==> src/source/phy_dump_pkg.sv <==
`default_nettype none

package phy_dump_pkg;

	//////////////////////////////////////////////////////////////////////
	// MDIO frame constants
	//////////////////////////////////////////////////////////////////////

	localparam int unsigned NUM_PHY_REGS    = 32;        // registers per sweep
	localparam logic [4:0]  PHY_ADDR        = 5'd0;      // management address of the PHY
	localparam logic [3:0]  MDIO_START_READ = 4'b0110;   // start 01, read opcode 10
	localparam int unsigned PREAMBLE_BITS   = 32;        // all ones
	localparam int unsigned CMD_BITS        = 14;        // start, op, phy addr, reg addr
	localparam int unsigned TA_BITS         = 2;         // turnaround, pin released
	localparam int unsigned DATA_BITS       = 16;

	//////////////////////////////////////////////////////////////////////
	// timing, all counted in ENETA_RX_CLK cycles or MDC periods
	//////////////////////////////////////////////////////////////////////

	localparam int unsigned MDC_HALF_PERIOD = 4;         // rx clocks per MDC half period
	localparam int unsigned PHY_READY_WAIT  = 64;        // MDC periods after reset
	localparam int unsigned WRITE_HOLD      = 5;         // strobe high cycles
	localparam int unsigned WRITE_GAP       = 1;         // strobe low cycles between writes

	// memory word tag, top nibble of every dumped word
	localparam logic [3:0]  DUMP_TAG        = 4'hA;

	// counter widths
	localparam int unsigned MDC_CNT_W  = $clog2(MDC_HALF_PERIOD);
	// covers the power-up wait and every frame field
	localparam int unsigned SLOT_CNT_W = $clog2(PHY_READY_WAIT) + 1;
	localparam int unsigned WR_CNT_W   = $clog2(WRITE_HOLD + WRITE_GAP);
	// one more bit than a register number, so the count can reach NUM_PHY_REGS
	localparam int unsigned REG_CNT_W  = $clog2(NUM_PHY_REGS) + 1;

	//////////////////////////////////////////////////////////////////////
	// shared types
	//////////////////////////////////////////////////////////////////////

	typedef logic [$clog2(NUM_PHY_REGS)-1:0] phy_reg_addr_t;   // register number
	typedef logic [DATA_BITS-1:0]            phy_reg_data_t;   // register value
	typedef logic [11:0]                     mem_addr_t;       // memory word address

	// memory word, msb first:
	// tag[31:28], 3'b000, reg number[24:20], 4'h0, reg value[15:0]
	typedef logic [31:0]                     mem_word_t;

endpackage

`default_nettype wire

==> src/source/phy_reg_bank.sv <==
`timescale 1ns/1ps
`default_nettype none

module phy_reg_bank import phy_dump_pkg::*; (
	input  wire           ENETA_RX_CLK,
	input  wire           CPU_RESETn,
	input  wire           cap_valid,
	input  phy_reg_addr_t cap_addr,
	input  phy_reg_addr_t rd_addr,
	input  phy_reg_data_t cap_data,
	output phy_reg_data_t rd_data,
	output logic          sweep_done
);

	phy_reg_data_t regs [NUM_PHY_REGS];   // one entry per phy register
	logic          last_store;            // highest register just written

	// storage and registered read port
	always_ff @(posedge ENETA_RX_CLK) begin
		if (cap_valid) begin
			regs[cap_addr] <= cap_data;
		end
		rd_data <= regs[rd_addr];
	end

	//////////////////////////////////////////////////////////////////////
	// sweep completion
	//////////////////////////////////////////////////////////////////////

	always_ff @(posedge ENETA_RX_CLK) begin
		if (!CPU_RESETn) begin
			last_store <= 1'b0;
			sweep_done <= 1'b0;
		end else begin
			last_store <= cap_valid && (cap_addr == phy_reg_addr_t'(NUM_PHY_REGS - 1));
			if (last_store) begin
				sweep_done <= 1'b1;      // sticky until reset
			end
		end
	end

endmodule

`default_nettype wire

==> config.mk <==
export PLATFORM = sky130hd
export DESIGN_NAME = phy_reg_bank
export DESIGN_NICKNAME = d
export VERILOG_FILES = /design/src/source/phy_dump_pkg.sv /design/src/source/phy_reg_bank.sv
export SDC_FILE = /design/constraint.sdc
export NUM_CORES = 1
export LEC_CHECK = 0
export ABC_AREA = 1
export BUFFER_PORTS_ARGS = -buffer_cell sky130_fd_sc_hd__buf_2
export CAP_MARGIN = 20
export CORE_ASPECT_RATIO = 1.4
export CORE_MARGIN = 5
export CORE_UTILIZATION = 35
export CTS_CLUSTER_DIAMETER = 150
export DETAILED_ROUTE_END_ITERATION = 8
export GPL_TIMING_DRIVEN = 0
export MAX_ROUTING_LAYER = met4
export PLACE_DENSITY = 0.54
export SYNTH_ARGS = -nofsm -noshare
export SYNTH_HDL_FRONTEND = slang
export SYNTH_SLANG_ARGS = --single-unit
==> constraint.sdc <==
create_clock -name ENETA_RX_CLK -period 3.2 [get_ports ENETA_RX_CLK]
set_clock_uncertainty 0.1 [all_clocks]
set_input_delay 0.32 -clock ENETA_RX_CLK [delete_from_list [all_inputs] [get_ports ENETA_RX_CLK]]
set_output_delay 0.32 -clock ENETA_RX_CLK [all_outputs]
set_load 0.005 [all_outputs]
==> metrics.txt, run 1 <==
die area=around 0.066 mm²; FF/Latch Area=around 0.016 mm²; Root Buffer Master=clkbuf_16; RSZ-0062 raised after global routing=no; CTS tree=built; most frequent CP cell=nand2_1; initial antenna violation count=1; area of the multi-input gates=just under 0.005 mm²; max_cap viols=0; Vias/cell=around 5.0; Hold WC Path Type=input port to flop; clock power share=0.411; Die W=roughly 220 µm; # rows=about 110; crit path launch type=input port; CTS Buf Count=50; Total Wirelength=65300 µm; Ports=between 40 and 50; GRT Total Usage=0.202; Req. time, crit path=3.62 ns; fin crit period=roughly 2.0 ns; Crit path depth=9; CTS H-tree lvls=2; Cells after Synth=1800; Met1 Routed Length=25600 µm; crit path kind=input port to flop; hold buffer count at CTS=1; Reg power frac=0.518; Final Setup Violations=0; via count=~14000; Slew HR=0.331; clock latency on the worst-skew pair=0.58 ns; Mapped Area=0.0213 mm²; Worst-Margin Slew=about 1.0 ns; GRT overflow=0; worst r2r src=regs[8][4]$_DFFE_PP_; Layout Cells excl Fill=between 2000 and 3000; Crit path max-delay family=buffers and inverters; largest net degree at the start of global routing=33; Syn-to-layout area delta=16.3%; Placed Cells=about 2700; syn_nets=roughly 1800; final antenna-violating net count=0; Worst R2R Setup Slack=~1.7 ns; WP buf/inv=3; met2 wire length=~34000 µm; highest cell delay on the worst timing path=around 0.73 ns; crit path to=rd_data[8]$_DFF_P_; warning count from the yosys run=0; clk buf depth=3; number of fill cells=5607; Buffers on Ports=42; Final nets=1949; Worst-path clk slew=0.06 ns; setup TNS=0 ns; status=complete, no violations; Leakage=9.11 nW; Detailed Place HPWL=44400 µm; number of DRC markers in iteration 0=roughly 1300; Antenna Cells=0; f_max=between 500 and 600 MHz; DR top layer=met4; ratio of final minimum period to clock period=0.618; sequential-to-total area share from yosys stat=0.738; P per Cell Area=602 mW/mm²; Std-Cell Core Area=0.0606 mm²; wire length per cell=around 24 µm; synthesized flop and latch total=530; crit end category=flop; post-CTS setup buffer count=0; syn_area_per_cell=between 10 and 15 µm²; Reg2Reg Depth=8; number of clock sinks=530; Internal Power=between 10 and 15 mW; Gate power share=0.071; Crit-path slowest cell=clkbuf_1; CP Max Fanout=10; wire length on met3=slightly above 3000 µm; global placer's final weighted congestion=0.945; Final Hold Vio Count=0; DRC=0; VDD IR-drop max=around 350 µV; global-route wire length before repair=~93000 µm; Post-CTS Resized=0; post-synthesis cell type count=15; die height=302 µm; Arr. time, crit path=around 2.4 ns; sw frac=0.222; vias in the first global route=approximately 13000; drt pass-1 iters=6; Critical Path Start=rd_addr[2]; Total Power=approximately 15 mW; layout cells sized above 1=0.131; Initial Utilization=0.352; worst-path cell chain=buf_2, clkbuf_1, buf_2, nand3_1, nand2_1, nand2_1, nand2_1, nand2_1, nand2_1; Final Max Tran Viols=0; Worst R2R End=rd_data[4]$_DFF_P_; Sw Pwr=3.31 mW
## power groups by stage
stage                     combinational [mW]  sequential, mW  clock [mW]
after floorplan                        0.529            7.88           0
after global placement                  1.04            7.88           0
after detailed placement                1.07            7.88           0
after CTS                               1.08            7.74        6.22
after global routing                    1.16            7.74        6.50
final                                   1.07            7.73        6.14
## layout by cell type, fill, tap and decap left out
cell type	Yosys	layout
nand2_1	720	720
edfxtp_1	512	512
nand3_1	396	396
buf_2	48	90
clkbuf_16	0	53
nor2_2	0	31
buf_6	28	28
clkbuf_1	19	27
dfxtp_1	18	18
buf_8	1	16
buf_4	11	12
clkinv_1	0	12
inv_1	9	9
buf_16	0	9
bufinv_16	0	8
clkinv_2	0	5
nor2_1	34	3
clkinvlp_4	0	2
inv_6	1	1
inv_2	1	1
buf_1	1	1
nor3_1	1	1
dlygate4sd3_1	0	1
## final cells by class
cell class | count | area share
buffer | 108 | 0.0294
sequential | 530 | 0.634
clock inverter | 27 | 0.0131
timing repair buffer | 68 | 0.0282
tap | 817 | 0.0412
multi-input combinational | 1151 | 0.197
inverter | 11 | 0.00187
clock buffer | 61 | 0.0547
## through the flow
stage / hold slack, ns / utilization / setup WS (ns) / area, µm²
floorplan: 0.311 / - / 1.40 / 21300
global placement: 0.323 / 0.372 / 0.0836 / 22600
detailed placement: 0.329 / 0.381 / 0.711 / 23100
CTS: 0.158 / 0.409 / 1.32 / 24800
global route: 0.196 / 0.409 / 1.20 / 24800
finish: 0.198 / 0.409 / 1.22 / 24800
## how the worst min path moves through the flow
stage	startpoint	endpoint	slack, ns	depth (start not counted)
floorplan	last_store$_SDFF_PN0_	sweep_done$_SDFFE_PN0P_	0.31	2
global placement	last_store$_SDFF_PN0_	sweep_done$_SDFFE_PN0P_	0.32	2
detailed placement	last_store$_SDFF_PN0_	sweep_done$_SDFFE_PN0P_	0.33	2
CTS	rd_addr[4]	rd_data[4]$_DFF_P_	0.16	3
global route	rd_addr[4]	rd_data[4]$_DFF_P_	0.20	3
finish	rd_addr[4]	rd_data[3]$_DFF_P_	0.20	3
## registers in the layout, indices dropped and copies added, names as in the netlist
register and cells:
last_store 1, rd_data 16, regs 512, sweep_done 1
## worst register-to-register path: cells and delay by family (launching register included)
kind,cells,cell delay (ns)
AND/OR/NAND/NOR,8,0.88
flip-flops,1,0.36
## cells by family (layout without fill, tap and decap cells)
family | Yosys count | after routing | synth area share
flip-flops | 530 | 530 | 0.738
buffers and inverters | 119 | 275 | 0.0363
AND/OR/NAND/NOR | 1151 | 1151 | 0.226
## metal layers
metal,up-vias,global-route usage
li1,6508,-
met1,6876,0.244
met5,-,-
met3,105,0.0189
met2,449,0.352
met4,0,0.0758
## synth_stat cells
master | instances | area [µm²]
nand2_1 | 720 | 2700
edfxtp_1 | 512 | 15400
nand3_1 | 396 | 1980
buf_2 | 48 | 240
nor2_1 | 34 | 128
buf_6 | 28 | 315
clkbuf_1 | 19 | 71.3
dfxtp_1 | 18 | 360
buf_4 | 11 | 82.6
inv_1 | 9 | 33.8
buf_1 | 1 | 3.75
buf_8 | 1 | 15.0
inv_2 | 1 | 3.75
inv_6 | 1 | 8.76
nor3_1 | 1 | 5.00
No activity file was read; power rests on OpenSTA's default activity.
==> run 2, diff against run 1 <==
PLACE_DENSITY = 0.55   (was 0.54)
clock period = 1.6 ns   (was 3.2 ns; I/O delays follow)
==> metrics.txt, run 2 (synthesis results as in run 1) <==
status=complete, but fails checks; failing checks=setup timing; Final Hold Vio Count=0; largest net degree at the start of global routing=33; Total Wirelength=~63000 µm; Detailed Place HPWL=43100 µm; WHS Path Cells=1; f_max=~600 MHz; RSZ-0062 raised after global routing=yes; GRT overflow=0; WP buf/inv=3; largest register by flop count=regs; clock latency on the worst-skew pair=0.58 ns; Syn-to-layout area delta=15.6%; post-CTS setup buffer count=0; Hold WC Path Type=input port to flop; area of the multi-input gates=about 0.0049 mm²; CTS tree=built; VDD IR-drop max=approximately 740 µV; die area=~0.066 mm²; crit path kind=input port to flop; layout cells sized above 1=0.134; commonest cells after routing, fill and taps aside=720 x nand2_1, 512 x edfxtp_1, 395 x nand3_1; Vias/cell=slightly above 5; DRC=0; Crit-path slowest cell=nor2_1; Final Setup Violations=between 90 and 100; via count=about 14000; Std-Cell Core Area=slightly above 0.06 mm²; Final Max Tran Viols=0; final antenna-violating net count=0; Worst R2R Setup Slack=approximately 0.11 ns; Req. time, crit path=approximately 1.8 ns; clk buf depth=3; global placer's final weighted congestion=between 1 and 1.5; global-route wire length before repair=91300 µm; number of fill cells=about 5600; Placed Cells=2683; Buffers on Ports=42; P per Cell Area=between 1000 and 1500 mW/mm²; Largest regs=regs: 512 flops, rd_data: 16 flops; wire length per cell=~23 µm; initial antenna violation count=2; CP Max Fanout=9; Worst-Margin Slew=around 1.0 ns; worst-path cell chain=buf_2, inv_1, nand3_1, nor2_1, buf_6; Area after DPL=roughly 0.023 mm²; Ports=46; CTS Buf Count=50; drt pass-1 iters=6; die height=302 µm; ratio of final minimum period to clock period=1.05; crit end category=flop; CTS H-tree lvls=2; crit path launch type=input port; Root Buffer Master=clkbuf_16; Die W=roughly 220 µm; number of DRC markers in iteration 0=~1300; Crit path depth=5; fin crit period=between 1.5 and 2 ns; Worst Setup Slack, final=-0.0815 ns; number of clock sinks=530; Leakage=roughly 9.1 nW; Worst-path clk slew=approximately 0.060 ns; commonest non-fill, non-tap cell in the layout=nand2_1; highest cell delay on the worst timing path=between 0.7 and 0.8 ns; Arr. time, crit path=~1.9 ns; Initial Utilization=0.352; Layout Cells excl Fill=approximately 2800; GRT Total Usage=0.196; Crit path max-delay family=simple AND/OR/NAND/NOR gates; Reg2Reg Depth=8; # rows=between 100 and 150; cell area after layout=between 0.02 and 0.025 mm²; Slew HR=0.321; Final nets=between 1500 and 2000; max reg flops=~500; vias in the first global route=13487; max_cap viols=0; FF/Latch Area=approximately 0.016 mm²
[run 2: changes by cell type in the layout (fill, tap and decap cells not counted), sizes merged]
cell,before,now
buf,156,154
bufinv,8,2
clkbuf,80,86
clkinv,17,24
clkinvlp,2,0
diode,0,1
dlygate4sd3,1,3
inv,11,12
[run 2: layout make-up]
cell class	instances	share of cell area
Sequential cell	530	0.639
Multi-Input combinational cell	1151	0.201
Clock buffer	66	0.0557
Tap cell	817	0.0415
Buffer	108	0.0299
Timing Repair Buffer	69	0.0241
Clock inverter	27	0.00777
Inverter	11	0.00188
Antenna cell	1	0.000102
[run 2: path summary, 6_finish.rpt]
kind / start / to
max reg2reg: regs[9][3]$_DFFE_PP_ / rd_data[3]$_DFF_P_
min reg2reg: last_store$_SDFF_PN0_ / sweep_done$_SDFFE_PN0P_
max: cap_addr[1] / regs[28][3]$_DFFE_PP_
min: cap_data[14] / regs[20][14]$_DFFE_PP_
[run 2: through the flow]
stage / setup WS (ns) / hold slack [ns] / util / power, mW / setup TNS [ns]
6_report: -0.0815 / 0.0989 / 0.406 / 29.0 / -3.81
5_1_grt: -0.177 / 0.0852 / 0.406 / 30.0 / -11.64
4_1_cts: -0.0764 / 0.0805 / 0.406 / 29.2 / -4.76
3_5_place_dp: -0.872 / 0.304 / 0.379 / 17.9 / -268.48
3_3_place_gp: -1.28 / 0.298 / 0.372 / 17.8 / -532.48
2_1_floorplan: -0.0428 / 0.159 / - / 16.8 / -17.23
[run 2: per-layer routing]
| metal | global-route usage | share of wire | routed length (µm) | up-vias |
|---|---|---|---|---|
| met3 | 0.0233 | 0.056 | 3540 | 141 |
| li1 | - | - | - | 6520 |
| met4 | 0.0733 | 0.047 | 2990 | 0 |
| met2 | 0.350 | 0.53 | 33300 | 517 |
| met5 | - | 0 | 0 | - |
| met1 | 0.227 | 0.37 | 23400 | 6865 |
[run 2: report_power, final]
group | internal (mW) | switching (mW) | leakage [nW]
combinational | 0.552 | 1.58 | 3.52
sequential | 15.4 | 0.0464 | 4.76
clock | 6.37 | 5.08 | 0.777
[run 2: repair_timing]
item,in CTS,in global routing
endpoints found under the setup margin,154,140
endpoints found under the hold margin,8,0
pin swaps,0,2
hold buffers,3,0
resized for setup,7,15
[run 2: worst register-to-register path, cell delays in order (launching register included)]
cell	delay [ns]
edfxtp_1	0.36
nand2_1	0.07
nand3_1	0.08
nand3_1	0.13
nand2_1	0.18
nand2_1	0.11
nand2_1	0.06
nand2_1	0.14
nand2_1	0.13
==> run 3, diff against run 2 <==
CORE_UTILIZATION = 56   (was 35)
PLACE_DENSITY = 0.79   (was 0.55)
SETUP_SLACK_MARGIN = 0.05   (was default)
==> metrics.txt, run 3 (synthesis results as in run 1) <==
crit end category=flop; P per Cell Area=about 1200 mW/mm²; Req. time, crit path=1.76 ns; GRT overflow=0; Largest regs=regs: 512 flops, rd_data: 16 flops; via count=~15000; CP Max Fanout=11; # rows=84; max_cap viols=0; Final Setup Violations=between 100 and 150; RSZ-0062 raised after global routing=yes; Buffers on Ports=42; layout cells sized above 1=0.131; vias in the first global route=roughly 14000; max reg flops=between 500 and 600; failing checks=setup timing; drt pass-1 iters=6; Std-Cell Core Area=~0.038 mm²; Fin Hold WS=~0.095 ns; Final nets=1950; CTS H-tree lvls=2; Worst-path clk slew=0.06 ns; worst-path cell chain=buf_2, inv_1, nand3_1, nor2_2, buf_6; clk buf depth=3; commonest cells after routing, fill and taps aside=720 x nand2_1, 512 x edfxtp_1, 396 x nand3_1; Crit path max-delay family=simple AND/OR/NAND/NOR gates; Initial Utilization=0.567; Final Max Tran Viols=0; Crit-path slowest cell=nand3_1; global placer's final weighted congestion=between 0.9 and 1; Placed Cells=roughly 2300; VDD IR-drop max=782 µV; Final Hold Vio Count=0; cell area after layout=around 0.024 mm²; global-route wire length before repair=about 89000 µm; Worst-Margin Slew=between 0.9 and 1 ns; initial antenna violation count=1; Total Wirelength=60800 µm; Hold WC Path Type=input port to flop; Layout Cells excl Fill=roughly 2400; wire length per cell=between 20 and 30 µm; Area after DPL=approximately 0.023 mm²; crit path launch type=input port; status=complete, but fails checks; WP buf/inv=3; Vias/cell=approximately 6; CTS Buf Count=46; commonest non-fill, non-tap cell in the layout=nand2_1; Detailed Place HPWL=40200 µm; final antenna-violating net count=0; CTS tree=built; DRC=0; Leakage=9.00 nW; Root Buffer Master=clkbuf_16; ratio of final minimum period to clock period=1.09; largest register by flop count=regs; f_max=between 500 and 600 MHz; number of clock sinks=530; Slew HR=0.335; Ports=46; fin crit period=roughly 1.7 ns; Arr. time, crit path=around 1.9 ns; number of DRC markers in iteration 0=1788; crit path kind=input port to flop; clock latency on the worst-skew pair=between 0.5 and 0.6 ns; highest cell delay on the worst timing path=a little under 0.7 ns; largest net degree at the start of global routing=33; die height=241 µm; GRT Total Usage=0.298; die area=around 0.042 mm²; Die W=roughly 170 µm; Syn-to-layout area delta=13.2%; Worst Setup Slack, final=-0.148 ns; Total Power=roughly 29 mW
==> run 3: cell count changes in the layout (fill, tap and decap cells not counted), moves of 3 or more <==
| cell | previous run | this run |
|---|---|---|
| clkinv_2 | 12 | 7 |
| clkbuf_8 | 4 | 0 |
| buf_16 | 3 | 0 |
| clkbuf_2 | 4 | 1 |
| clkbuf_16 | 51 | 47 |
| buf_8 | 14 | 19 |
| bufinv_16 | 2 | 5 |
==> run 3: repair_timing <==
item | CTS | global route
pin swaps | 0 | 3
hold buffers | 3 | 0
hold endpoints to repair | 8 | 0
resized for setup | 6 | 10
setup buffers | 0 | 2
endpoints found under the setup margin | 147 | 259
==> run 3: metrics by stage <==
| stage | TNS [ns] | utilization | worst slack, ns |
|---|---|---|---|
| floorplan | -17.23 | - | -0.0428 |
| global placement | -512.95 | 0.588 | -1.13 |
| detailed placement | -233.48 | 0.599 | -0.737 |
| CTS | -8.87 | 0.640 | -0.120 |
| global route | -14.27 | 0.642 | -0.198 |
| finish | -10.18 | 0.642 | -0.148 |
==> run 3: final timing paths <==
kind / from / endpoint / slack (ns) / cells past startpoint
max: cap_addr[0] / regs[12][15]$_DFFE_PP_ / -0.15 / 5
min: cap_data[15] / regs[14][15]$_DFFE_PP_ / 0.1 / 1
max reg2reg: regs[27][1]$_DFFE_PP_ / rd_data[1]$_DFF_P_ / 0.18 / 8
min reg2reg: last_store$_SDFF_PN0_ / sweep_done$_SDFFE_PN0P_ / 0.35 / 2
==> run 3: per-layer routing <==
layer	part of all wire	wire length (µm)	GRT usage	vias up
met5	0	0	-	-
met4	0.071	4290	0.181	0
met3	0.093	5630	0.0425	209
met2	0.50	30600	0.495	944
met1	0.33	20300	0.348	7061
li1	-	-	-	6499
==> run 3: area by class of cell <==
cell class / count / area (µm²)
fill: 2740 / 13500
tap: 473 / 592
clock inverter: 25 / 251
sequential: 530 / 15700
buffer: 108 / 729
inverter: 11 / 46.3
clock buffer: 56 / 1210
multi-input combinational: 1151 / 4950
timing repair buffer: 73 / 633
antenna: 1 / 2.50
==> run 3: where the power goes <==
group	internal [mW]	total [mW]	switching, mW
Clock	6.18	11.0	4.86
Sequential	15.4	15.5	0.0492
Combinational	0.551	2.09	1.54
Total	22.1	28.6	6.46
